`src/hw/board_pkg.sv`:
```
// ################################################
// shared widths, flash command and boot constants
// ################################################

package board_pkg;

  // flash byte address and data word
  typedef logic [23:0] flash_addr_t;
  typedef logic [31:0] flash_word_t;
  typedef logic [3:0]  word_cnt_t;

  // standard single-bit read
  localparam logic [7:0] CMD_READ = 8'h03;

  localparam flash_addr_t BOOT_ADDR_0 = 24'h000100;
  localparam flash_addr_t BOOT_ADDR_1 = 24'h004000;
  localparam int unsigned BOOT_WORDS  = 8;

  // flash clock divider, clk_gen cycles per half period
  localparam int unsigned SCK_HALF  = 2;
  localparam int unsigned SCK_DIV_W = (SCK_HALF > 1) ? $clog2(SCK_HALF) : 1;

  // small so that the heartbeat toggles in simulation
  localparam int unsigned LED_CNT_LEN = 6;

  typedef enum logic [1:0] {SEQ_IDLE, SEQ_READ, SEQ_DONE} seq_state_t;
  typedef enum logic [1:0] {RD_IDLE, RD_CMD, RD_DATA, RD_GAP} rd_state_t;

endpackage
```
`src/hw/board_status.sv`:
```
// ################################################
// board status: reset synchronizer, reset LED and
// heartbeat LED counter
// ################################################
`timescale 1ns/1ps

module board_status (
  input  logic clk_gen,
  input  logic rst_ni,
  output logic rst_sync_no,
  output logic rst_led_o,
  output logic clk_led_o
);

  import board_pkg::*;

  logic                   rst_meta_q;
  logic                   rst_sync_q;
  logic [LED_CNT_LEN-1:0] led_cnt_q;

  // asserts at once, releases on the second edge
  always_ff @(posedge clk_gen or negedge rst_ni) begin
    if (!rst_ni) begin
      rst_meta_q <= 1'b0;
      rst_sync_q <= 1'b0;
    end else begin
      rst_meta_q <= 1'b1;
      rst_sync_q <= rst_meta_q;
    end
  end

  assign rst_sync_no = rst_sync_q;
  assign rst_led_o   = rst_sync_q;

  // free-running heartbeat counter
  always_ff @(posedge clk_gen or negedge rst_sync_q) begin
    if (!rst_sync_q) begin
      led_cnt_q <= '0;
    end else begin
      led_cnt_q <= led_cnt_q + 1'b1;
    end
  end

  assign clk_led_o = led_cnt_q[LED_CNT_LEN-1];

endmodule

```
`config.mk`:
```
export PLATFORM = sky130hd
export DESIGN_NAME = board_status
export DESIGN_NICKNAME = d
export VERILOG_FILES = /design/src/hw/board_pkg.sv /design/src/hw/board_status.sv
export SDC_FILE = /design/constraint.sdc
export NUM_CORES = 1
export LEC_CHECK = 0
export BUFFER_PORTS_ARGS = -buffer_cell sky130_fd_sc_hd__buf_4
export CORE_AREA = 2 2 39 41
export CTS_CLUSTER_DIAMETER = 200
export DETAILED_ROUTE_END_ITERATION = 8
export DIE_AREA = 0 0 41 43
export GPL_ROUTABILITY_DRIVEN = 0
export PLACE_DENSITY_LB_ADDON = 0.3
export SYNTH_ARGS = -nofsm -noshare
export SYNTH_HDL_FRONTEND = slang
export SYNTH_SLANG_ARGS = --single-unit
export TNS_END_PERCENT = 100
```
`constraint.sdc`:
```
create_clock -name clk_gen -period 0.8 [get_ports clk_gen]
set_clock_uncertainty 0.15 [all_clocks]
set_input_delay 0 -clock clk_gen [delete_from_list [all_inputs] [get_ports clk_gen]]
set_output_delay 0 -clock clk_gen [all_outputs]
set_load 0.005 [all_outputs]
```
Word-level counts from Yosys, hierarchy flattened
Index checks and enable logic that the tools add are counted.
- bits in latches: 0
- ROM bits: 0
- bits in registers: 8
- output and inout port bits: 3
- logic and storage cells: 4
- memories: 0
- bits of input ports: 2
- memory bits (writable): 0
- magnitude comparators: 0
- bitwise logic cells: 0
- shift operators: 0
- $mul: 0
- div/mod/pow operators: 0
- equality and inequality tests: 0
- muxes and demuxes: 0
- reduce and logical (&&, ||, !) cells: 0
- $add $sub $neg: 1
- operator list (operator ; number):
    adder 6 x 1 -> 6 bit, second input constant ; 1

Longest topological paths before layout
- word-level depth: 1
- depth in mapped cells: 3
- depth with buffers taken out: 3

Worst setup path before layout
OpenSTA, ideal clock, no wires.
- path type: reg-to-reg
- from: register led_cnt_q[0]
- to: register led_cnt_q[4]
- setup slack: -212 ps
- library setup time: 80 ps
- path buffers: 0
- period minus slack after synthesis: 1012 ps
- required time: 570 ps
- stages on the path, launching flop included: 4
- arrival: 782 ps
- path through: dfrtp_1 > ha_1 > nand3_1 > xnor2_1
- word-level cells in the longest chain between the ends: 1
- RTL lines (item ; line ; text):
    start, declared ; board_status.sv:19 ; logic [LED_CNT_LEN-1:0] led_cnt_q;
    start signal, assigned ; board_status.sv:40 ; led_cnt_q <= led_cnt_q + 1'b1;
    adder 6 x 1 -> 6 bit ; board_status.sv:40 ;
No other way between the ends.

Worst setup path after layout
Ends and elaborated chain as after synthesis.

==> flow_summary.yaml <==
clock_network:
  cts_root_buffer: "clkbuf_4"
  tritoncts: "built"
  clk_pin_slew_worst_paths_ns: 0.05
  hold_buffers: 1
  htreeDepth: 1
  cts_buffers: 3
  cts.sinks: 8
  clk-insertion-delay-late_ns: 0.25
  clock_path_buffers: 2
drt:
  drc_errors: 0
  firstDrtPassIters: 1
  via_per_inst: 3.62
  via_count: 163
  routedWlPerCell_um: 9.44
  drtIter0Drc: 0
  ant_nets: 0
  finalWirelength_um: 425
die:
  pin_count: 5
  rows: 14
  die_area_um2: 1760
  die_x_um: 41
  core_um2: 1380
  dieHeight_um: 43
  start_util_pct: 20.9
pwr:
  p_leak_nw: 0.193
  pwr_density_cell_nw_per_um2: 1840
  vdd_drop_max_uv: 1100
layout:
  fin_cells: 45
  area_growth_pct: 40.3
  post-route-util_pct: 29.3
  fill_cells: 134
  final_layout_size_suffix_gt1_share_pct: 48.3
  design_area_um2: 405
  antennaDiodeCount: 0
  nets: 34
grt:
  grt_pass1_wl_um: 669
  use_met3_pct: 4.71
  grt-busiest-layer: "met1"
  first_global_vias: 164
  met2_usage_pct: 7.50
  grt_util_all_layers_pct: 6.62
  use_met1_pct: 8.75
  grt_overflow_total: 0
  antenna_found_initial: 0
  grt_max_degree: 7
status:
  violations: "negative hold slack, negative setup slack"
  status: "complete, but fails checks"
yosys:
  synth_cell_types: 10
  synth.top_cell.area_share_pct: 69.3
  yosysTopAreaCell: "dfrtp_1"
  syn_avg_cell_area_um2: 15.2
  ys_ff_latch: 8
  async_flop_share_pct: 100
  synth_common_cells: "8 x dfrtp_1, 2 x xnor2_1, 2 x xor2_1"
  ys_warn_count: 0
  ys.flop_type: "dfrtp_1"
  synth-edff-count: 0
  synthTopCellsByArea: "dfrtp_1 69%, xnor2_1 6.1%, xor2_1 6.1%"
  synth_fp_nets: 22
  synth_seq_area_share_pct: 69.3
  yosysMostFrequentCell: "dfrtp_1"
  postSynthCellCount: 19
  syn_area_um2: 289
place:
  portBuffers: 4
  place_area_um2: 349
  dp.final_hpwl_um: 331
  placedCellCount: 40
run:
  cap_viol_max_count: 0
critical_path:
  path_class: "reg2reg"
  required_ns: 0.78
  cp_max_fo: 3
  start_kind: "flop"
  critPathArrivalTime_ns: 1.00
  worstSetupEndpointType: "flop"
  reg2reg_slack_ns: -0.22
sta:
  rsz0062_at_grt: "true"
  period_share_pct: 128
  layout_setup_ws_ns: -0.220
  fin_hold_ws_ns: -0.0789
  post-route-min-period_ns: 1.02
  hold_violations: 2
  fmax_mhz: 980
  final_max_slew_viol_count: 0
  finalSetupViolCount: 8
min_path:
  hold_class: "in2async"
what timing repair did:
item	in CTS	in global routing
gates resized for setup	4	0
endpoints found under the hold margin	2	2
setup endpoints to repair	8	8
pin swaps	4	2
buffers inserted	1	0
worst max-delay path, stage by stage (launching register included):
cell and delay (ns):
dfrtp_1 0.36, ha_2 0.20, nand3_2 0.07, xnor2_1 0.13
final timing paths:
path	startpoint	end	cells past startpoint
setup reg to reg	led_cnt_q[0]$_DFF_PN0_	led_cnt_q[4]$_DFF_PN0_	3
min in group clk_gen	rst_meta_q$_DFF_PN0_	rst_led_o$_DFF_PN0_	0
hold / removal	rst_ni	rst_meta_q$_DFF_PN0_	2
setup / recovery	led_cnt_q[0]$_DFF_PN0_	led_cnt_q[4]$_DFF_PN0_	3
max in group asynchronous	rst_led_o$_DFF_PN0_	led_cnt_q[3]$_DFF_PN0_	1
hold reg to reg	rst_led_o$_DFF_PN0_	led_cnt_q[5]$_DFF_PN0_	1
where the power goes:
group	total [mW]	internal (mW)	switching (mW)	leakage [nW]
Sequential	0.414	0.410	0.00419	0.0973
Clock	0.300	0.171	0.129	0.0138
Combinational	0.0298	0.0184	0.0114	0.0823
sequential cells by signal (all words and copies together) (netlist names):
name / flops
led_cnt_q: 6
rst_led_o: 1
rst_meta_q: 1
per-stage QoR:
step / power, mW / TNS, ns / hold slack [ns] / setup slack [ns]
detailed placement: 0.444 / -0.919 / -0.362 / -0.238
global route: 0.781 / -1.58 / -0.0883 / -0.275
finish: 0.745 / -1.29 / -0.0789 / -0.220
global placement: 0.442 / -0.900 / -0.368 / -0.233
floorplan: 0.428 / -0.785 / -0.446 / -0.202
CTS: 0.757 / -1.40 / -0.0819 / -0.234
logic make-up (layout without fill, tap and decap cells):
family,after synthesis,count (layout),share of synthesized area (%)
DFF,8,8,69.3
adders and majority gates,1,1,4.33
xor gates and xnor gates,4,4,12.1
buffers and inverters,2,12,3.90
other,1,1,1.30
and+or+nand+nor,3,3,9.09
layout by cell type, fill, tap and decap left out:
cell type      count
buf_6              3
xnor2_1            2
nand3_2            2
and3_4             1
ha_2               1
buf_4              4
xor2_1             2
dlygate4sd3_1      1
clkbuf_4           3
conb_1             1
inv_1              1
dfrtp_1            8
cell type report:
class	count	area [µm²]	share of cell area [%]
multi-input combinational	9	85.1	21.0
timing repair buffer	8	73.8	18.2
tap	16	20.0	4.94
sequential	8	200	49.4
clock buffer	3	22.5	5.56
inverter	1	3.75	0.926
per-layer routing:
layer,share of wire [%],vias up
met1,45,83
met3,3.8,0
met4,0,0
li1,-,79
met5,0,-
met2,51,1
(Power assumes the default switching activity.)
