===== src/hw/board_pkg.sv =====
// ################################################
// shared widths, flash command and boot constants
// ################################################

package board_pkg;

  // flash byte address and data word
  typedef logic [23:0] flash_addr_t;
  typedef logic [31:0] flash_word_t;
  typedef logic [3:0]  word_cnt_t;

  // standard single-bit read
  localparam logic [7:0] CMD_READ = 8'h03;

  localparam flash_addr_t BOOT_ADDR_0 = 24'h000100;
  localparam flash_addr_t BOOT_ADDR_1 = 24'h004000;
  localparam int unsigned BOOT_WORDS  = 8;

  // flash clock divider, clk_gen cycles per half period
  localparam int unsigned SCK_HALF  = 2;
  localparam int unsigned SCK_DIV_W = (SCK_HALF > 1) ? $clog2(SCK_HALF) : 1;

  // small so that the heartbeat toggles in simulation
  localparam int unsigned LED_CNT_LEN = 6;

  typedef enum logic [1:0] {SEQ_IDLE, SEQ_READ, SEQ_DONE} seq_state_t;
  typedef enum logic [1:0] {RD_IDLE, RD_CMD, RD_DATA, RD_GAP} rd_state_t;

endpackage

===== src/hw/spi_flash_reader.sv =====
// ################################################
// spi mode-0 master, one read command followed by
// a stream of 32-bit words
// ################################################
`timescale 1ns/1ps

module spi_flash_reader (
  input  logic                   clk_gen,
  input  logic                   rst_ni,
  input  logic                   start_i,
  input  board_pkg::flash_addr_t addr_i,
  input  board_pkg::word_cnt_t   count_i,
  input  logic                   miso_i,
  output logic                   mosi_o,
  output logic                   mosi_oe_o,
  output logic                   cs_no,
  output logic                   sck_o,
  output board_pkg::flash_word_t word_o,
  output logic                   word_valid_o,
  output logic                   done_o
);

  import board_pkg::*;

  rd_state_t            state_q;
  logic                 cs_n_q;
  logic                 sck_q;
  logic [SCK_DIV_W-1:0] div_q;
  logic [4:0]           bit_q;
  word_cnt_t            words_q;
  logic                 word_valid_q;
  logic                 done_q;
  logic [31:0]          tx_q;
  flash_word_t          rx_q;
  logic                 tick;

  // end of a flash clock half period
  assign tick = (div_q == SCK_DIV_W'(SCK_HALF - 1));

  always_ff @(posedge clk_gen or negedge rst_ni) begin
    if (!rst_ni) begin
      state_q      <= RD_IDLE;
      cs_n_q       <= 1'b1;
      sck_q        <= 1'b0;
      div_q        <= '0;
      bit_q        <= '0;
      words_q      <= '0;
      word_valid_q <= 1'b0;
      done_q       <= 1'b0;
    end else begin
      word_valid_q <= 1'b0;
      done_q       <= 1'b0;
      if (state_q != RD_IDLE) begin
        div_q <= tick ? '0 : div_q + 1'b1;
      end
      case (state_q)
        RD_IDLE: begin
          if (start_i) begin
            state_q <= RD_CMD;
            cs_n_q  <= 1'b0;
            div_q   <= '0;
            bit_q   <= '0;
            words_q <= count_i;
          end
        end
        RD_CMD: begin
          if (tick) begin
            sck_q <= !sck_q;
            // command and address advance on the falling edge
            if (sck_q) begin
              if (bit_q == 5'd31) begin
                state_q <= RD_DATA;
                bit_q   <= '0;
              end else begin
                bit_q <= bit_q + 1'b1;
              end
            end
          end
        end
        RD_DATA: begin
          if (tick) begin
            sck_q <= !sck_q;
            if (!sck_q) begin
              if (bit_q == 5'd31) begin
                word_valid_q <= 1'b1;
                words_q      <= words_q - 1'b1;
                bit_q        <= '0;
              end else begin
                bit_q <= bit_q + 1'b1;
              end
            end else if (words_q == '0) begin
              // clock back to rest, deselect the flash
              state_q <= RD_GAP;
              cs_n_q  <= 1'b1;
              bit_q   <= '0;
            end
          end
        end
        RD_GAP: begin
          if (tick) begin
            if (bit_q == 5'd1) begin
              state_q <= RD_IDLE;
              done_q  <= 1'b1;
            end else begin
              bit_q <= bit_q + 1'b1;
            end
          end
        end
        default: state_q <= RD_IDLE;
      endcase
    end
  end

  // shift registers
  always_ff @(posedge clk_gen) begin
    if (state_q == RD_IDLE && start_i) begin
      tx_q <= {CMD_READ, addr_i};
    end else if (state_q == RD_CMD && tick && sck_q) begin
      tx_q <= {tx_q[30:0], 1'b0};
    end
    // sample on the rising edge
    if (state_q == RD_DATA && tick && !sck_q) begin
      rx_q <= {rx_q[30:0], miso_i};
    end
  end

  assign mosi_o       = tx_q[31];
  assign mosi_oe_o    = !cs_n_q;
  assign cs_no        = cs_n_q;
  assign sck_o        = sck_q;
  assign word_o       = rx_q;
  assign word_valid_o = word_valid_q;
  assign done_o       = done_q;

endmodule


===== config.mk =====
export PLATFORM = sky130hd
export DESIGN_NAME = spi_flash_reader
export DESIGN_NICKNAME = d
export VERILOG_FILES = /design/src/hw/board_pkg.sv /design/src/hw/spi_flash_reader.sv
export SDC_FILE = /design/constraint.sdc
export NUM_CORES = 1
export LEC_CHECK = 0
export ABC_AREA = 1
export BUFFER_PORTS_ARGS = -buffer_cell sky130_fd_sc_hd__buf_2
export CAP_MARGIN = 10
export CORE_MARGIN = 5
export CORE_UTILIZATION = 40
export CTS_CLUSTER_DIAMETER = 100
export CTS_CLUSTER_SIZE = 40
export DETAILED_ROUTE_END_ITERATION = 8
export HOLD_SLACK_MARGIN = 0.1
export MAX_ROUTING_LAYER = met4
export SYNTH_ARGS = -nofsm -noshare
export SYNTH_HDL_FRONTEND = slang
export SYNTH_SLANG_ARGS = --single-unit
export TNS_END_PERCENT = 50

===== constraint.sdc =====
create_clock -name clk_gen -period 4.7 [get_ports clk_gen]
set_input_delay 1.41 -clock clk_gen [delete_from_list [all_inputs] [get_ports clk_gen]]
set_output_delay 1.41 -clock clk_gen [all_outputs]
set_load 0.01 [all_outputs]

* Word-level counts from Yosys, hierarchy flattened *
Index checks and enable logic that the tools add are counted.

storage, ports and cells
  register bits = 80
  bits in latches = 0
  bits in writable memories = 0
  memory bits (read-only) = 0
  output and inout bits = 38
  logic and storage cells = 93
  memories = 0

operators by class
  $add $sub $neg = 3
  multiply operators = 0
  div/mod/pow operators = 0
  order comparisons = 0
  equal/unequal tests = 18
  shift operators = 0
  muxes and demuxes = 43
  bitwise logic cells = 0
  reduce and logical (&&, ||, !) cells = 18

operators with widths
  cell                                                 number
  two-way mux 24 bit                                   2
  two-way mux 5 bit                                    9
  != test 2 bit, second input constant                 12
  one-hot mux 5 bit (4 select lines)                   1
  two-way mux 2 bit                                    9
  two-way mux 4 bit                                    4
  two-way mux 1 bit                                    15
  AND reduction 5 bit                                  2
  AND reduction 9 bit                                  1
  one-hot mux 2 bit (4 select lines)                   1
  one-hot mux 4 bit (2 select lines)                   1
  AND reduction 7 bit                                  1
  nonzero test 2 bit                                   3
  adder 5 x 1 -> 5 bit, second input constant          1
  equality test 5 x 1 -> 1 bit, second input constant  1
  equality test 5 bit, second input constant           1
  logical AND 1 bit                                    5
  equality test 2 bit, second input constant           2
  logical NOT 4 bit                                    1
  subtractor 4 x 1 -> 4 bit, second input constant     1
  != test 3 bit, second input constant                 1
  equality test 2 x 1 -> 1 bit, second input constant  1
  logical NOT 1 bit                                    2
  logical NOT 2 bit                                    1
  4 further kinds                                      4

* Longest topological paths before layout *
Gate-level depths: netlist (run 1).

  word-level depth = 5
  gate-level depth with buffers = 12
  mapped depth without buffers = 11

* Worst setup path after synthesis (run 1) *
OpenSTA, ideal clock, no wires.

  path kind = input to register
  from = input port start_i
  to = register tx_q[0] (enable)
  setup time = 0.425 ns
  data arrival time = 2.292 ns
  required time = 4.275 ns
  path slack = 1.983 ns
  stages on the path = 3
  buffers on the path = 1
  path through = nand2_2 > clkbuf_1 > nand2_1

on the way
  word-level cells in the longest chain between the ends = 2

ends and longest elaborated chain
  what                          RTL line                 source
  from (decl)                   spi_flash_reader.sv:10   input logic start_i,
  logical AND 1 bit             spi_flash_reader.sv:116  if (state_q == RD_IDLE && start_i) begin
  nonzero test 2 bit (no line)  --
  to (signal assigned)          spi_flash_reader.sv:117  tx_q <= {CMD_READ, addr_i};
  to (signal assigned)          spi_flash_reader.sv:119  tx_q <= {tx_q[30:0], 1'b0};
  to (decl)                     spi_flash_reader.sv:33   logic [31:0] tx_q;

Every way passes these cells.
A chain may end at the register's enable or synchronous reset.

* Worst setup path in the final report (run 1) *
  from = input port start_i
  to = register tx_q[20] (enable)

Same word-level chain as after synthesis.

==> flow_metrics.env, run 1 <==
export IMPL_yosysWarnings=0
export IMPL_netlist_area_um2=3360
export IMPL_drc=0
export IMPL_min_period_ns=2.71
export IMPL_h_tree_depth=3
export IMPL_rrSetupSlack_ns=2.41
export IMPL_status="complete, no violations"
export IMPL_rsz0062_at_grt="no"
export IMPL_whs_path_depth=0
export IMPL_synth_async_reset_ratio=0.200
export IMPL_rows=33
export IMPL_gp_congestion=0.774
export IMPL_dieArea_um2=10300
export IMPL_synthDistinctLibCells=33
export IMPL_worstPathRequired_ns=4.57
export IMPL_path_clk_slew_ns=0.08
export IMPL_routed_wl_um=6180
export IMPL_cts_resized_gates=0
export IMPL_ys_flop_type="edfxtp_1"
export IMPL_hp_start="word_o[19]"
export IMPL_start_kind="primary input"
export IMPL_max_vdd_ir_drop_mv=0.235
export IMPL_numPortBuffers=69
export IMPL_final_util=0.489
export IMPL_syn_avg_cell_area_um2=11.0
export IMPL_routed_via_density=4.61
export IMPL_clk_path_buf_depth=2
export IMPL_antenna_found_initial=0
export IMPL_synth_nets=348
export IMPL_cts_sinks=80
export IMPL_nFillCells=764
export IMPL_synth_top_area_share=0.500
export IMPL_grt_overflow_total=0
export IMPL_finalSetupTns_ns=0
export IMPL_min_to="word_o[20]"
export IMPL_post_cts_buffers=0
export IMPL_dp_hpwl_um=4520
export IMPL_post_route_period_util=0.577
export IMPL_netlist_instances=307
export IMPL_die_width_um=102
export IMPL_max_cap_viol_count=0
export IMPL_fmax_mhz=369
export IMPL_ys_ff_latch=80
export IMPL_detail_route_wl_per_cell_um=12.6
export IMPL_clk_latency_ns=0.35
export IMPL_cts_buffers=9
export IMPL_grt_max_degree=33
export IMPL_critical_path_max_fanout=28
export IMPL_synth_most_common_cell="nand2_1"
export IMPL_areaGrowthSynthToFinish_pct=19.5
export IMPL_ctsHoldBuffers=0
export IMPL_post_synth_top_area_cell="edfxtp_1"
export IMPL_track_usage=0.131
export IMPL_initial_utilization=0.409
export IMPL_coreArea_um2=8220
export IMPL_power_uw=2340
export IMPL_io_pins=70
export IMPL_synth_seq_area_share=0.667
export IMPL_timing_worst_slew_pin_value_ns=0.963
export IMPL_synth_common_cells="120 x nand2_1, 56 x edfxtp_1, 21 x inv_1"
export IMPL_first_pass_iters=4
export IMPL_hp_class="reg -> reg"
export IMPL_hold_viol_final=0
export IMPL_diodes=0
export IMPL_nNetsFinal=423
export IMPL_drtIter0Drc=76
export IMPL_cts_root_buf="clkbuf_8"
export IMPL_drive_above_1_share=0.287
export IMPL_postRouteAntennaNets=0
export IMPL_p_leak_uw=0.00181
export IMPL_dieHeight_um=102
export IMPL_grt_pass1_wl_um=10200
export IMPL_synth_edff_count=56
export IMPL_cts_tree="done"
export IMPL_rr_worst_depth=4
export IMPL_critPathArrivalTime_ns=2.58
export IMPL_reg2reg_from="state_q[0]"
export IMPL_setup_violations=0
export IMPL_num_vias=2267
export IMPL_placed_cells=476
export IMPL_worst_clock_skew_ns=0.00624
export IMPL_power_density_nw_per_um2=582
export IMPL_max_slew_margin=0.356
export IMPL_r2r_end="tx_q[20]"
export IMPL_synth_area_top_cells="edfxtp_1 50%, nand2_1 13%, dfrtp_1 11%"
export IMPL_end_kind="flop"
export IMPL_grt_pass1_vias=2179
export IMPL_worstSetupPathType="in -> reg"
export IMPL_finalNonFillerCells=492
export IMPL_drv_slew=0
[sequential cells by signal (all words and copies together) (netlist names)]
signal        cells
cs_no             1
state_q           2
words_q           4
done_o            1
word_o           32
sck_o             1
word_valid_o      1
tx_q             32
bit_q             5
div_q             1
[worst max path at each step]
stage | startpoint | to | slack [ns] | cells after the start
5_1_grt | start_i | tx_q[20] | 1.81 | 3
4_1_cts | start_i | tx_q[20] | 1.97 | 3
3_3_place_gp | start_i | tx_q[11] | 1.59 | 3
2_1_floorplan | start_i | tx_q[0] | 1.98 | 3
3_5_place_dp | start_i | tx_q[11] | 1.57 | 3
6_report | start_i | tx_q[20] | 1.99 | 3
[critical path, cell delays in order]
cell	delay [ns]
buf_2	0.11
nand2_2	0.36
nand2_1	0.69
[final cells by class]
type / count / area, um^2 / share of cell area
clock buffers: 9 / 124 / 0.0308
clock inverters: 7 / 80.1 / 0.0199
inverters: 25 / 96.3 / 0.0240
multi-input cells: 196 / 993 / 0.247
flip-flops and latches: 80 / 2240 / 0.558
well taps: 105 / 131 / 0.0327
repair buffers: 70 / 353 / 0.0877
[layout by cell type, fill, tap and decap left out, types with 2 or more instances in the layout]
| cell | n |
|---|---|
| xor2_1 | 3 |
| edfxtp_1 | 56 |
| dfrtp_1 | 15 |
| clkinv_4 | 2 |
| dfxtp_1 | 8 |
| nor2_4 | 2 |
| a21oi_1 | 7 |
| nor2_1 | 11 |
| clkbuf_8 | 9 |
| ha_1 | 9 |
| nand2_1 | 120 |
| inv_2 | 3 |
| o21ai_1 | 4 |
| inv_1 | 21 |
| o21ai_2 | 2 |
| buf_2 | 69 |
| nor2_2 | 3 |
| o21ai_0 | 6 |
| nand2_2 | 7 |
| nand3_1 | 11 |
[kinds of logic (layout without fill, tap and decap cells)]
kind of cell    count (synthesis)  in the layout  share of synthesized area
compound gates                 21             21                     0.0346
xor+xnor                        3              3                    0.00781
fa+ha+maj                       9              9                     0.0335
buf+inv                        31            111                     0.0387
flops                          80             80                      0.667
simple gates                  163            163                      0.219
[per-layer routing]
metal	GRT usage	wire length [um]	vias up
li1	-	-	1154
met1	0.163	2820	1049
met2	0.200	2820	54
met3	0.0468	432	10
met4	0.0429	98	0
met5	-	0	-
[power by group]
part	internal (uW)	total, uW	leakage [uW]	switching, uW
Clock	251	507	0.000102	256
Sequential	992	1070	0.000786	79.8
Combinational	256	760	0.000922	503
[per-stage QoR]
| stage | setup slack (ns) | hold slack (ns) | cell area (um^2) |
|---|---|---|---|
| CTS | 1.97 | 0.454 | 4020 |
| detailed placement | 1.57 | 0.431 | 3820 |
| floorplan | 1.98 | 0.422 | 3360 |
| global route | 1.81 | 0.463 | 4020 |
| finish | 1.99 | 0.451 | 4020 |
| global placement | 1.59 | 0.431 | 3820 |
(Power assumes the default switching activity.)
==> inputs of run 2 (changes only) <==
- clock period: 4.7 -> 2.6 ns (I/O delays scaled with it)
==> run 2 against run 1 <==
Against the previous run:
- routed wire length up 3.5%
- design area up 0.19%
- sequential power up 81%
- clock skew up 0.0036 ns
- setup slack worse by 1.3 ns
- power up 79%
- die area unchanged
- utilization up 0.091 points
- cell count up 0.81%
- critical path type is now reg -> reg
- largest cell class unchanged
==> flow_metrics.env, run 2 (synthesis gave the netlist of run 1 again) <==
export IMPL_worstSetupPathType="reg -> reg"
export IMPL_dieHeight_um=102
export IMPL_critical_path_max_fanout=32
export IMPL_die_width_um=102
export IMPL_drv_slew=0
export IMPL_cts_tree="done"
export IMPL_cts_root_buf="clkbuf_8"
export IMPL_start_kind="flop"
export IMPL_status="complete, no violations"
export IMPL_p_clk_frac=0.203
export IMPL_max_vdd_ir_drop_mv=0.395
export IMPL_coreArea_um2=8220
export IMPL_pwr_share_comb=0.334
export IMPL_crit_chain="inv_1, ha_1, nand2_2, nor2_2, buf_4"
export IMPL_min_period_ns=1.94
export IMPL_cts_buffers=9
export IMPL_io_pins=70
export IMPL_max_cap_viol_count=0
export IMPL_cts_sinks=80
export IMPL_gp_congestion=0.767
export IMPL_grt_max_degree=33
export IMPL_drc=0
export IMPL_reg2reg_from="state_q[0]"
export IMPL_post_route_period_util=0.745
export IMPL_first_pass_iters=4
export IMPL_holdWs_ns=0.338
export IMPL_internal_power_uw=2660
export IMPL_end_kind="flop"
export IMPL_routed_wl_um=6390
export IMPL_track_usage=0.135
export IMPL_final_util=0.490
export IMPL_setup_violations=0
export IMPL_p_leak_uw=0.00182
export IMPL_grt_pass1_vias=2256
export IMPL_hp_class="in -> async"
export IMPL_power_density_nw_per_um2=1040
export IMPL_grt_pass1_wl_um=10500
export IMPL_drtIter0Drc=86
export IMPL_cp_slowest_stage_delay_ns=0.46
export IMPL_initial_utilization=0.409
export IMPL_power_frac_seq=0.464
export IMPL_postRouteAntennaNets=0
export IMPL_path_clk_slew_ns=0.08
export IMPL_cts_resized_gates=0
export IMPL_worstPathRequired_ns=2.60
export IMPL_rr_worst_depth=5
export IMPL_dp_hpwl_um=4640
export IMPL_dieArea_um2=10300
export IMPL_swShare=0.363
export IMPL_drive_above_1_share=0.289
export IMPL_ctsHoldBuffers=0
export IMPL_max_slew_margin=0.679
export IMPL_clk_latency_ns=0.35
export IMPL_numPortBuffers=69
export IMPL_hold_viol_final=0
export IMPL_rrSetupSlack_ns=0.66
export IMPL_timing_worst_slew_pin_value_ns=0.481
export IMPL_rsz0062_at_grt="no"
export IMPL_fmax_mhz=516
export IMPL_clk_path_buf_depth=2
export IMPL_nNetsFinal=427
export IMPL_final_common_cell="nand2_1"
export IMPL_detail_route_wl_per_cell_um=12.9
export IMPL_num_vias=2289
export IMPL_antenna_found_initial=0
export IMPL_r2r_end="word_o[1]"
export IMPL_routed_via_density=4.61
export IMPL_post_cts_buffers=0
export IMPL_critPathArrivalTime_ns=1.94
export IMPL_worst_clock_skew_ns=0.00981
export IMPL_areaGrowthSynthToFinish_pct=19.7
export IMPL_slowest_stage="ha_1"
export IMPL_diodes=0
export IMPL_grt_overflow_total=0
export IMPL_h_tree_depth=3
export IMPL_finalSetupTns_ns=0
export IMPL_power_switching_uw=1520
export IMPL_layout_common_cells="120 x nand2_1, 69 x buf_2, 56 x edfxtp_1"
export IMPL_rows=33
run 2: changes by cell type in the layout (fill, tap and decap cells not counted):
| cell | before | now |
|---|---|---|
| buf_4 | 1 | 5 |
| clkbuf_1 | 0 | 1 |
| clkbuf_8 | 9 | 10 |
| clkinv_2 | 1 | 0 |
| clkinv_4 | 2 | 1 |
| bufinv_16 | 1 | 0 |
| clkinv_1 | 0 | 1 |
run 2: cell type report:
cell class | count | area [um^2]
well taps | 105 | 131
clock inverters | 5 | 40.0
multi-input cells | 196 | 993
flip-flops and latches | 80 | 2240
inverters | 25 | 96.3
fillers | 771 | 4190
repair buffers | 74 | 383
clock buffers | 11 | 141
run 2: worst max-delay path by stage:
stage / cells past startpoint / end / from
6_report: 5 / word_o[1] / state_q[0]
5_1_grt: 5 / word_o[1] / state_q[0]
4_1_cts: 5 / word_o[1] / state_q[0]
3_5_place_dp: 5 / word_o[23] / state_q[0]
3_3_place_gp: 5 / word_o[23] / state_q[0]
2_1_floorplan: 5 / word_o[0] / state_q[0]
run 2: worst max-delay path: cells and delay by family (launching register included):
kind	cells	cell delay, ns
fa+ha+maj	1	0.46
buf+inv	2	0.45
flops	1	0.42
simple gates	2	0.25
run 2: metal layers:
layer	wire, um	part of all wire	GRT usage	vias to the layer above
met4	68	0.011	0.0399	0
met3	484	0.076	0.0475	7
met5	0	0	-	-
met2	2940	0.46	0.205	59
met1	2900	0.45	0.170	1062
li1	-	-	-	1161
run 2: power groups by stage:
stage / combinational (uW) / clock [uW] / sequential, uW
floorplan: 1060 / 0 / 1960
global placement: 1390 / 0 / 1960
detailed placement: 1430 / 0 / 1960
CTS: 1430 / 878 / 1940
global route: 1610 / 924 / 1980
finish: 1400 / 847 / 1940
run 2: metrics by stage:
step | total power, uW | cell area [um^2] | std cells | setup WS, ns
2_1_floorplan | 3020 | 3370 | 307 | 0.511
3_3_place_gp | 3360 | 3850 | 480 | 0.698
3_5_place_dp | 3390 | 3850 | 480 | 0.644
4_1_cts | 4250 | 4030 | 496 | 0.629
5_1_grt | 4510 | 4030 | 496 | 0.515
6_report | 4180 | 4030 | 496 | 0.663
