$ cat src/hw/board_pkg.sv
// ################################################
// shared widths, flash command and boot constants
// ################################################

package board_pkg;

  // flash byte address and data word
  typedef logic [23:0] flash_addr_t;
  typedef logic [31:0] flash_word_t;
  typedef logic [3:0]  word_cnt_t;

  // standard single-bit read
  localparam logic [7:0] CMD_READ = 8'h03;

  localparam flash_addr_t BOOT_ADDR_0 = 24'h000100;
  localparam flash_addr_t BOOT_ADDR_1 = 24'h004000;
  localparam int unsigned BOOT_WORDS  = 8;

  // flash clock divider, clk_gen cycles per half period
  localparam int unsigned SCK_HALF  = 2;
  localparam int unsigned SCK_DIV_W = (SCK_HALF > 1) ? $clog2(SCK_HALF) : 1;

  // small so that the heartbeat toggles in simulation
  localparam int unsigned LED_CNT_LEN = 6;

  typedef enum logic [1:0] {SEQ_IDLE, SEQ_READ, SEQ_DONE} seq_state_t;
  typedef enum logic [1:0] {RD_IDLE, RD_CMD, RD_DATA, RD_GAP} rd_state_t;

endpackage
$ cat src/hw/boot_sequencer.sv
// ################################################
// boot sequencer: starts a flash read, sums the
// words and holds the exit result
// ################################################
`timescale 1ns/1ps

module boot_sequencer (
  input  logic                   clk_gen,
  input  logic                   rst_ni,
  input  logic                   fetch_enable_i,
  input  logic                   boot_select_i,
  output logic                   rd_start_o,
  output board_pkg::flash_addr_t rd_addr_o,
  output board_pkg::word_cnt_t   rd_count_o,
  input  board_pkg::flash_word_t rd_word_i,
  input  logic                   rd_word_valid_i,
  input  logic                   rd_done_i,
  output logic                   exit_value_o,
  output logic                   exit_valid_o
);

  import board_pkg::*;

  seq_state_t  state_q;
  logic        fetch_q;
  logic        fetch_rise;
  logic        start_q;
  flash_addr_t addr_q;
  flash_word_t sum_q;
  logic        exit_value_q;
  logic        exit_valid_q;

  assign fetch_rise = fetch_enable_i && !fetch_q;

  always_ff @(posedge clk_gen or negedge rst_ni) begin
    if (!rst_ni) begin
      state_q      <= SEQ_IDLE;
      fetch_q      <= 1'b0;
      start_q      <= 1'b0;
      exit_value_q <= 1'b0;
      exit_valid_q <= 1'b0;
    end else begin
      fetch_q <= fetch_enable_i;
      start_q <= 1'b0;
      case (state_q)
        SEQ_IDLE, SEQ_DONE: begin
          if (fetch_rise) begin
            state_q      <= SEQ_READ;
            start_q      <= 1'b1;
            exit_valid_q <= 1'b0;
          end
        end
        SEQ_READ: begin
          // only bit 0 leaves the board
          if (rd_done_i) begin
            state_q      <= SEQ_DONE;
            exit_valid_q <= 1'b1;
            exit_value_q <= sum_q[0];
          end
        end
        default: state_q <= SEQ_IDLE;
      endcase
    end
  end

  // start address and checksum
  always_ff @(posedge clk_gen) begin
    if (state_q != SEQ_READ && fetch_rise) begin
      addr_q <= boot_select_i ? BOOT_ADDR_1 : BOOT_ADDR_0;
      sum_q  <= '0;
    end else if (state_q == SEQ_READ && rd_word_valid_i) begin
      sum_q <= sum_q + rd_word_i;
    end
  end

  assign rd_start_o   = start_q;
  assign rd_addr_o    = addr_q;
  assign rd_count_o   = word_cnt_t'(BOOT_WORDS);
  assign exit_value_o = exit_value_q;
  assign exit_valid_o = exit_valid_q;

endmodule

$ cat config.mk
export PLATFORM = sky130hd
export DESIGN_NAME = boot_sequencer
export DESIGN_NICKNAME = d
export VERILOG_FILES = /design/src/hw/board_pkg.sv /design/src/hw/boot_sequencer.sv
export SDC_FILE = /design/constraint.sdc
export NUM_CORES = 1
export LEC_CHECK = 0
export CORE_MARGIN = 2
export CORE_UTILIZATION = 38
export DETAILED_ROUTE_END_ITERATION = 16
export DONT_BUFFER_PORTS = 1
export HOLD_SLACK_MARGIN = 0.08
export PLACE_DENSITY_LB_ADDON = 0.3
export SLEW_MARGIN = 20
export SYNTH_ARGS = -nofsm -noshare
export SYNTH_HDL_FRONTEND = slang
export SYNTH_SLANG_ARGS = --single-unit
$ cat constraint.sdc
create_clock -name clk_gen -period 1.3 [get_ports clk_gen]
set_input_delay 0.26 -clock clk_gen [delete_from_list [all_inputs] [get_ports clk_gen]]
set_output_delay 0.26 -clock clk_gen [all_outputs]
set_load 0.03 [all_outputs]
* Yosys cells after proc, flatten, opt, wreduce, memory -nomap -nowiden
Cells that the tools add are included.
** Cells by class
- Mux-type cells :: 9
- Equal/unequal tests :: 5
- Shifts and indexed selects :: 0
- Divide/modulo/power cells :: 0
- Add/subtract/negate cells :: 1
- Bitwise gates (word level) :: 0
- Multiply operators :: 0
- Reduce and logical (&&, ||, !) cells :: 10
- Magnitude comparators :: 0
** Operators with widths (count)
- adder 32 bit :: 1
- 2-to-1 mux 15 bit :: 1
- 2-to-1 mux 1 bit :: 4
- 2-to-1 mux 2 bit :: 2
- != test 2 bit, second input constant :: 2
- case mux 2 bit (2 select lines) :: 1
- AND reduction 2 bit :: 2
- logical AND 1 bit :: 3
- AND reduction 3 bit :: 1
- == test 2 x 1 -> 1 bit, second input constant :: 1
- == test 2 bit, second input constant :: 1
- logical NOT 2 bit :: 1
- != test 2 x 1 -> 1 bit, second input constant :: 1
- case mux 1 bit (2 select lines) :: 1
- nonzero test 2 bit :: 1
- OR reduction 2 bit :: 1
- logical NOT 1 bit :: 1
** Storage, ports and cells
- Memories :: 0
- Output and inout bits :: 31
- Logic and storage cells :: 32
- Latch bits :: 0
- Bits in read-only memories :: 0
- Bits of input ports :: 38
- Bits in registers :: 62
- RAM bits :: 0

* Depth between registers and ports, before layout
Gate-level depths: netlist of run 1.
- Depth in word-level cells :: 4
- Depth in mapped cells :: 3
- Depth with buffers taken out :: 3

* Worst setup path after synthesis of run 1
No wires, ideal clock.
- Path kind :: register to register
- Start :: register state_q[0]
- End :: register exit_value_q (netlist: exit_value_o)
- Period minus slack after synthesis :: 1.111 ns
- Arrival time :: 0.986 ns
- Required time :: 1.175 ns
- Stages on the path, launching flop included :: 4
- Path buffers :: 0
- Setup time :: 0.125 ns
- Slack :: 0.189 ns
- Path through :: dfrtp_1 > and2b_2 > nand2_2 > mux2_4
** Between the ends
- Word-level cells in the longest chain between the ends :: 2
** RTL lines
- start: declaration :: RTL line boot_sequencer.sv:24 : seq_state_t state_q;
- start signal: assignment :: RTL line boot_sequencer.sv:37 : state_q <= SEQ_IDLE;
- start signal: assignment :: RTL line boot_sequencer.sv:48 : state_q <= SEQ_READ;
- start signal: assignment :: RTL line boot_sequencer.sv:56 : state_q <= SEQ_DONE;
- == test 2 x 1 -> 1 bit :: RTL line boot_sequencer.sv:45 : case (state_q)
- AND reduction 2 bit (no line)
- end signal: assignment :: RTL line boot_sequencer.sv:58 : exit_value_q <= sum_q[0];
- end: declaration :: RTL line boot_sequencer.sv:30 : logic exit_value_q;
Every way passes these cells.
A chain may end at the register's enable or synchronous reset.

* Worst setup path in the final report of run 1
- Start :: register state_q[1]
- End :: register exit_value_q (netlist: exit_value_o)
Same word-level chain as after synthesis.

==> impl_metrics.csv, run 1 <==
group,metric,value,unit
setup_path,setup.worst_path.end,"exit_value_o",
sta,finalSetupTns,0,ns
clock_tree,cts.htree.levels,1,
clock_tree,post_cts.repair.setup_buffers,0,
drt,drt_iter0_drc,1,
drt,wl,688,um
drt,wl_per_cell,9.30,um
clock_tree,clk_pin_slew,0.06,ns
drt,drt-pass1-iter-count,2,
synthesis,synth_top_cells_by_area,"buf_4 37%, dfrtp_1 28%, edfxtp_1 11%",
setup_path,crit_family,"flip-flops",
power,p_leak,0.265,nW
cells_and_area,syn_to_final_growth,-4.26,%
power,p_per_area,1640,nW/um2
synthesis,yosysMostFrequentCell,"buf_4",
setup_path,crit_start,"state_q[1]",
setup_path,regToRegEndpoint,"exit_value_o",
setup_path,crit_required,1.44,ns
placement,dp_slack,0.200,ns
floorplan,core-area,1300,um2
drt,wl_met3,92,um
sta,hold_slack,0.127,ns
synthesis,synth_enable_flop_cells,2,
cells_and_area,drive_above_1_share,11.9,%
setup_path,crit_buf_inv,0,
placement,dp.cells,67,
floorplan,io_pins,69,
drt,drc,0,
floorplan,die-area,1710,um2
power,vdd_drop_max,0.000510,V
sta,rsz0062_at_grt,"false",
run,drv_cap,0,
synthesis,yosysTopAreaCellShare,36.9,%
synthesis,synth-seq-cells,9,
drt,viasPerCell,3.68,
sta,hold_viol_final,0,
sta,clock.fmax,902,MHz
run_status,status,"finished clean",
floorplan,fp-row-count,13,
setup_path,reg2reg_slack,0.19,ns
cells_and_area,fin_cells,74,
clock_tree,cts_tree,"done",
grt,grt_start_max_net_pins,7,
setup_path,critPathMaxStageDelay,0.38,ns
setup_path,critPathLaunchType,"register",
placement,port_buffers,0,
clock_tree,cts_buffer_depth,2,
synthesis,synth_top_flop_cell,"dfrtp_1",
synthesis,synth_top_area_cell,"buf_4",
clock_tree,cts_made_buffers,3,
clock_tree,root_buffer,"clkbuf_4",
cells_and_area,num_antenna_cells,0,
setup_path,crit_slowest_cell,"dfrtp_1",
cells_and_area,fin_nets,98,
synthesis,syn-instance-count,53,
synthesis,synth_area_per_cell,9.99,um2
setup_path,path_cells,"and2b_2 > nand2_2 > mux2_4",
floorplan,dieWidth,41.3,um
placement,dp_hpwl,559,um
cells_and_area,fillerInstances,139,
drt,highest_layer,"met3",
setup_path,timing.rr.start,"state_q[1]",
synthesis,synth-seq-area-share,43.5,%
drt,wl_met2,356,um
min_path,hp-class,"primary input to register",
grt,overflow,0,
grt,grt_pass1_wl,966,um
drt,ant_nets,0,
drt,drt-met1-wl,239,um
clock_tree,cts_sinks,9,
synthesis,ys_warn_count,0,
setup_path,crit_fanout,4,
grt,grt_usage,9.92,%
sta,fin_worst_skew,0.00157,ns
grt,antenna_found_initial,0,
synthesis,synth.distinct_cells,16,
sta,drv_slew,0,
sta,fin_ws,0.191,ns
sta,min_period_over_period,85.3,%
grt,grt_pass1_vias,227,
synthesis,syn-cell-area,529,um2
sta,period_minus_slack,1.11,ns
setup_path,cp.arrival,1.25,ns
min_path,min_from,"rd_done_i",
sta,setup_viol,0,
placement,place_congestion,0.704,
setup_path,path_class,"register to register",
drt,num_vias,272,
setup_path,crit_path_end_kind,"register",
clock_tree,clk_latency,0.25,ns
floorplan,die_h,41.3,um
setup_path,cp.depth,3,
synthesis,synthArstFlopShare,66.7,%
setup_path,r2r_cells,3,
synthesis,ys_top_cells_by_count,"26 x buf_4, 6 x dfrtp_1, 3 x o21ai_0",
floorplan,start_util,40.7,%
==> placed cells by master (no fill, tap or decap) <==
master / count
nand2b_1: 1
nor2_1: 2
o21ai_0: 3
buf_4: 1
o22ai_1: 1
o211ai_1: 1
clkbuf_1: 1
edfxtp_1: 2
nand2_2: 1
inv_1: 2
nand2_1: 2
dlygate4sd3_1: 3
clkbuf_4: 3
mux2_4: 1
and2b_2: 1
nand4b_1: 1
conb_1: 26
dfrtp_1: 6
dfxtp_1: 1
==> power by group <==
part | leakage, nW | internal (mW) | switching (mW)
logic | 0.147 | 0.0538 | 0.139
clock network | 0.0150 | 0.118 | 0.0893
registers | 0.103 | 0.340 | 0.0903
total | 0.265 | 0.512 | 0.318
==> metrics by stage <==
stage               utilization, %  total power, mW  instance area [um2]
detailed placement            34.6            0.617                  450
floorplan                        -            0.653                  619
global route                  38.9            0.884                  507
CTS                           38.2            0.839                  497
finish                        38.9            0.830                  507
global placement              34.6            0.615                  450
==> worst register-to-register path, delay by kind of cell, from the launching register on <==
family / cells / cell delay, ns
flops: 1 / 0.38
simple gates: 2 / 0.33
mux: 1 / 0.29
==> registers in the layout, indices dropped and copies added (netlist names) <==
register / flops
state_q: 2
rd_addr_o: 2
rd_start_o: 1
sum_q: 1
fetch_q: 1
exit_valid_o: 1
exit_value_o: 1
==> worst min-delay path by stage <==
stage,to,slack [ns],cells past startpoint
after CTS,rd_addr_o[14],0.09,0
after detailed placement,exit_value_o,-0.04,0
after floorplan,exit_valid_o,-0.04,0
after global placement,exit_value_o,-0.04,0
after global routing,state_q[0],0.11,1
final,state_q[0],0.13,1
==> cells by family after synthesis <==
group / share of synthesized area, %
AOI/OAI and AO/OA: 5.44
muxes: 2.84
and+or+nand+nor: 8.51
buffers and inverters: 38.3
DFF: 43.5
other: 1.42
==> routing by layer <==
metal	global-route usage, %	vias to the layer above
met1	8.85	126
met2	15.2	19
met4	4.84	0
met3	9.04	0
li1	-	127
met5	0	-
==> area by class of cell <==
class | count | area (um2) | share of cell area (%)
multi-input cells | 40 | 186 | 36.8
clock buffers | 4 | 26.3 | 5.19
flip-flops and latches | 9 | 230 | 45.4
well taps | 15 | 18.8 | 3.70
repair buffers | 4 | 37.5 | 7.41
inverters | 2 | 7.51 | 1.48
==> repair_timing <==
item                      in CTS  in global routing
hold buffers                   2                  1
hold endpoints to repair       7                  1
gates resized for setup        0                  0
Note: power is estimated with default switching activity, not from simulation.
==> run 2, diff against run 1 <==
ABC_AREA = 1   (was not set)
CORE_AREA = 2 2 39 41   (was not set)
CORE_MARGIN = not set   (was 2)
CORE_UTILIZATION = not set   (was 38)
DIE_AREA = 0 0 41 43   (was not set)
==> run 2 against run 1 <==
Synthesized area is 5.2% higher. Cell area is 6.2% higher. Power grew 0.46%. Register-to-register slack improved by 0.14 ns. Flip-flop and latch count unchanged. Via count up 18%. Die area is 3.3% higher. Critical path depth down 3. Clock power grew 2%. Highest routed layer unchanged.
==> impl_metrics.csv, run 2 <==
group,metric,value,unit
clock_tree,cts_buffer_depth,2,
drt,drt_iter0_drc,5,
floorplan,start_util,40.2,%
clock_tree,cts_tree,"done",
clock_tree,clk_latency,0.26,ns
setup_path,cp.arrival,0.78,ns
cells_and_area,num_antenna_cells,0,
synthesis,synth_top_flop_cell,"dfrtp_1",
power,finalPower,0.834,mW
min_path,hp-class,"primary input to register",
synthesis,syn-instance-count,64,
sta,hold_viol_final,0,
synthesis,ys_warn_count,0,
floorplan,fp-row-count,14,
power,vdd_drop_max,0.000468,V
synthesis,synth_area_per_cell,8.70,um2
grt,grt_pass1_vias,236,
drt,drc,0,
synthesis,ys_top_cells_by_count,"26 x buf_4, 9 x nand2_1, 7 x inv_1",
grt,grt_pass1_wl,897,um
cells_and_area,mostFrequentLayoutCell,"conb_1",
synthesis,synth.distinct_cells,15,
synthesis,synth_enable_flop_cells,2,
setup_path,crit_fanout,1,
sta,clock.fmax,966,MHz
clock_tree,post_cts.repair.setup_buffers,0,
setup_path,path_class,"register to output pin",
setup_path,critPathLaunchType,"register",
sta,fin_worst_skew,0.00116,ns
synthesis,yosysMostFrequentCell,"buf_4",
placement,dp_hpwl,521,um
sta,min_period_over_period,79.6,%
drt,viasPerCell,3.72,
grt,grt_start_max_net_pins,7,
clock_tree,hold_buffers,2,
cells_and_area,fin_nets,109,
clock_tree,clk_pin_slew,0.06,ns
sta,finalSetupTns,0,ns
synthesis,syn-cell-area,557,um2
floorplan,die-area,1760,um2
setup_path,crit_path_end_kind,"output pin",
synthesis,synth_top_area_cell,"buf_4",
sta,drv_slew,0,
synthesis,synth_top_cells_by_area,"buf_4 35%, dfrtp_1 27%, edfxtp_1 11%",
drt,wl_per_cell,8.03,um
drt,drt-pass1-iter-count,2,
drt,wl,691,um
clock_tree,cts_made_buffers,3,
grt,grt_usage,8.15,%
synthesis,synth-seq-cells,9,
floorplan,io_pins,69,
clock_tree,cts.htree.levels,1,
synthesis,yosysTopAreaCellShare,35.1,%
synthesis,synthArstFlopShare,66.7,%
grt,overflow,0,
synthesis,synth-seq-area-share,41.3,%
setup_path,crit_required,1.04,ns
cells_and_area,syn_to_final_growth,-3.37,%
run_status,status,"finished clean",
sta,rsz0062_at_grt,"false",
floorplan,die_h,43,um
cells_and_area,drive_above_1_share,10.0,%
sta,period_minus_slack,1.04,ns
placement,port_buffers,0,
cells_and_area,final_cell_mix,"26 x conb_1, 9 x nand2_1, 7 x inv_1, 6 x dfrtp_1, 4 x dlygate4sd3_1",
power,p_per_area,1550,nW/um2
drt,num_vias,320,
grt,antenna_found_initial,0,
clock_tree,cts_sinks,9,
floorplan,dieWidth,41,um
placement,place_congestion,0.637,
floorplan,core-area,1380,um2
run,drv_cap,0,
power,p_leak,0.303,nW
clock_tree,cts_resized,0,
sta,setup_viol,0,
clock_tree,root_buffer,"clkbuf_4",
drt,ant_nets,0,
## run 2: final cells by class
class	count	area [um2]
clock buffers	4	26.3
fillers	152	846
inverters	8	30.0
multi-input cells	45	191
flip-flops and latches	9	230
well taps	16	20.0
repair buffers	4	40.0
## run 2: per-layer routing
metal	wire length [um]	GRT usage (%)	share of wire (%)	vias to the layer above
met2	367	12.2	53	18
met1	253	6.47	37	152
met5	0	0	0	-
li1	-	-	-	150
met3	69	5.24	10	0
met4	0	8.00	0	0
## run 2: through the flow
step | util, % | area (um2) | setup slack (ns) | hold WS, ns | instances
after floorplan | - | 647 | 0.386 | -0.0356 | 88
after global placement | 34.1 | 472 | 0.342 | -0.0355 | 78
after detailed placement | 34.1 | 472 | 0.339 | -0.0355 | 78
after CTS | 37.4 | 518 | 0.248 | 0.0851 | 84
after global routing | 38.9 | 538 | 0.219 | 0.114 | 86
final | 38.9 | 538 | 0.265 | 0.136 | 86
## run 2: cells by family after synthesis
group	synth area share [%]
compound gates	3.60
buf+inv	40.5
other cells	1.35
simple gates	13.3
flops	41.3
## run 2: final timing paths
| kind | startpoint | to | slack [ns] | cells after the start |
|---|---|---|---|---|
| setup / recovery | rd_addr_o[14] | rd_addr_o[14] | 0.26 | 0 |
| hold / removal | boot_select_i | rd_addr_o[8] | 0.14 | 1 |
| setup reg to reg | state_q[1] | rd_addr_o[8] | 0.33 | 4 |
| hold reg to reg | sum_q[0] | sum_q[0] | 0.47 | 2 |
| max in group asynchronous | rst_ni | fetch_q | 0.77 | 1 |
| min in group asynchronous | rst_ni | state_q[0] | 0.31 | 1 |
## run 2: where the power goes
| group | switching [mW] | internal, mW | leakage, nW | total (mW) |
|---|---|---|---|---|
| sequential | 0.0914 | 0.338 | 0.103 | 0.429 |
| clock | 0.0941 | 0.118 | 0.0150 | 0.212 |
| combinational | 0.152 | 0.0407 | 0.185 | 0.193 |
## run 2: worst register-to-register path, cell delays in order, from the launching register on
cell and delay, ns:
dfrtp_1 0.41, inv_1 0.05, nand2_1 0.07, nand2_1 0.07, inv_1 0.08
==> run 3, diff against run 2 <==
clock period = 0.9 ns   (was 1.3 ns; I/O delays follow)
==> run 3 against run 2 <==
The flow now finishes with violations (negative setup slack). Wire length up 9.4%. Non-clock buffer count increased by 5. Clock power grew 43%. Global-route usage rose by 0.61 points. Clock-buffer cell count unchanged. Die area stayed put. Sequential power up 40%. Clock skew up 0.00057 ns. Final cell count increased by 5.8%. Largest cell class unchanged.
==> impl_metrics.csv, run 3 (synthesized netlist as in run 2, its figures left out) <==
group,metric,value,unit
run_status,status,"complete, but fails checks",
run_status,violations,"negative setup slack",
clock_tree,cts_sinks,9,
setup_path,crit_slowest_cell,"dfrtp_1",
floorplan,die_h,43,um
drt,drt_iter0_drc,4,
setup_path,crit_buf_inv,1,
setup_path,path_class,"register to output pin",
floorplan,core-area,1380,um2
sta,rsz0062_at_grt,"true",
clock_tree,clk_latency,0.25,ns
cells_and_area,syn_to_final_growth,10.3,%
drt,num_vias,338,
placement,dp.cells,82,
setup_path,cp.depth,1,
sta,fin_worst_skew,0.00173,ns
sta,hold_slack,0.134,ns
setup_path,r2r_cells,4,
sta,period_minus_slack,0.956,ns
grt,antenna_found_initial,0,
clock_tree,cts_tree,"done",
floorplan,start_util,40.2,%
power,p_leak,0.335,nW
sta,min_period_over_period,106,%
setup_path,regToRegEndpoint,"rd_addr_o[8]",
power,finalPower,1.31,mW
setup_path,timing.rr.start,"state_q[1]",
cells_and_area,drive_above_1_share,28.0,%
grt,grt_start_max_net_pins,7,
floorplan,dieWidth,41,um
floorplan,io_pins,69,
cells_and_area,fin_cells,91,
setup_path,reg2reg_slack,-0.03,ns
floorplan,die-area,1760,um2
setup_path,cp.arrival,0.78,ns
min_path,hp-class,"primary input to register",
floorplan,fp-row-count,14,
drt,viasPerCell,3.71,
grt,grt_pass1_vias,290,
cells_and_area,num_antenna_cells,0,
placement,place_congestion,0.580,
sta,fin_ws,-0.0556,ns
sta,drv_slew,0,
drt,ant_nets,0,
clock_tree,cts_made_buffers,3,
drt,wl,756,um
cells_and_area,final_cell_mix,"26 x conb_1, 6 x nand2_1, 5 x inv_1, 5 x dlygate4sd3_1, 4 x dfrtp_1",
setup_path,crit_path_end_kind,"output pin",
clock_tree,cts_buffer_depth,2,
sta,clock.fmax,1050,MHz
grt,grt_usage,8.76,%
clock_tree,clk_pin_slew,0.06,ns
cells_and_area,mostFrequentLayoutCell,"conb_1",
setup_path,crit_start,"exit_valid_o",
drt,drt-pass1-iter-count,4,
drt,drc,0,
grt,grt_pass1_wl,1070,um
drt,wl_per_cell,8.31,um
setup_path,critPathLaunchType,"register",
placement,dp_hpwl,557,um
power,p_per_area,2130,nW/um2
setup_path,critPathMaxStageDelay,0.38,ns
setup_path,crit_fanout,2,
placement,port_buffers,0,
setup_path,crit_required,0.72,ns
setup_path,crit_family,"flip-flops",
run,drv_cap,0,
clock_tree,root_buffer,"clkbuf_4",
clock_tree,cts.htree.levels,1,
sta,setup_viol,7,
power,vdd_drop_max,0.000520,V
setup_path,path_cells,"buf_6",
cells_and_area,fin_nets,114,
grt,overflow,0,
min_path,min_from,"fetch_enable_i",
setup_path,setup.worst_path.end,"exit_valid_o",
sta,hold_viol_final,0,
## run 3: cell count changes in the layout (fill, tap and decap cells not counted), sizes merged
cell         before  now
dlygate4sd3       4    5
buf               0    4
## run 3: cell type report
class,instances,area [um2]
Inverter,8,30.0
Sequential cell,9,233
Multi-Input combinational cell,45,218
Timing Repair Buffer,9,87.6
Fill cell,146,769
Clock buffer,4,26.3
Tap cell,16,20.0
## run 3: through the flow
step	setup TNS (ns)	utilization (%)	worst slack (ns)	cell area (um2)
after floorplan	-0.0198	-	-0.00992	647
after global placement	-0.113	36.3	-0.0477	502
after detailed placement	-0.141	36.3	-0.0601	502
after CTS	-0.305	42.5	-0.0624	588
after global routing	-0.676	44.4	-0.0950	614
final	-0.255	44.4	-0.0556	614
## run 3: per-layer routing
| metal | vias up | part of all wire, % | GRT usage [%] |
|---|---|---|---|
| li1 | 161 | - | - |
| met1 | 156 | 34 | 9.42 |
| met2 | 21 | 53 | 14.1 |
| met3 | 0 | 13 | 2.09 |
| met4 | 0 | 0 | 6.00 |
| met5 | - | 0 | 0 |
## run 3: worst min-delay path by stage
stage	cells after the start	end	slack [ns]
after detailed placement	0	rd_start_o	-0.12
after floorplan	0	exit_valid_o	-0.12
after global placement	0	state_q[0]	-0.12
after CTS	2	state_q[1]	0.09
after global routing	2	rd_start_o	0.14
final	2	rd_start_o	0.13
## run 3: power breakdown
group	total [mW]	switching [mW]	leakage, nW	internal, mW
registers	0.600	0.107	0.100	0.493
logic	0.405	0.278	0.220	0.127
clock network	0.304	0.134	0.0150	0.170
## run 3: repair_timing
item                       CTS  global route
gates resized for setup      8             5
pin swaps                    1             1
hold buffers                 4             1
buffers inserted             0             0
hold endpoints to repair    10             1
setup endpoints to repair    8            11
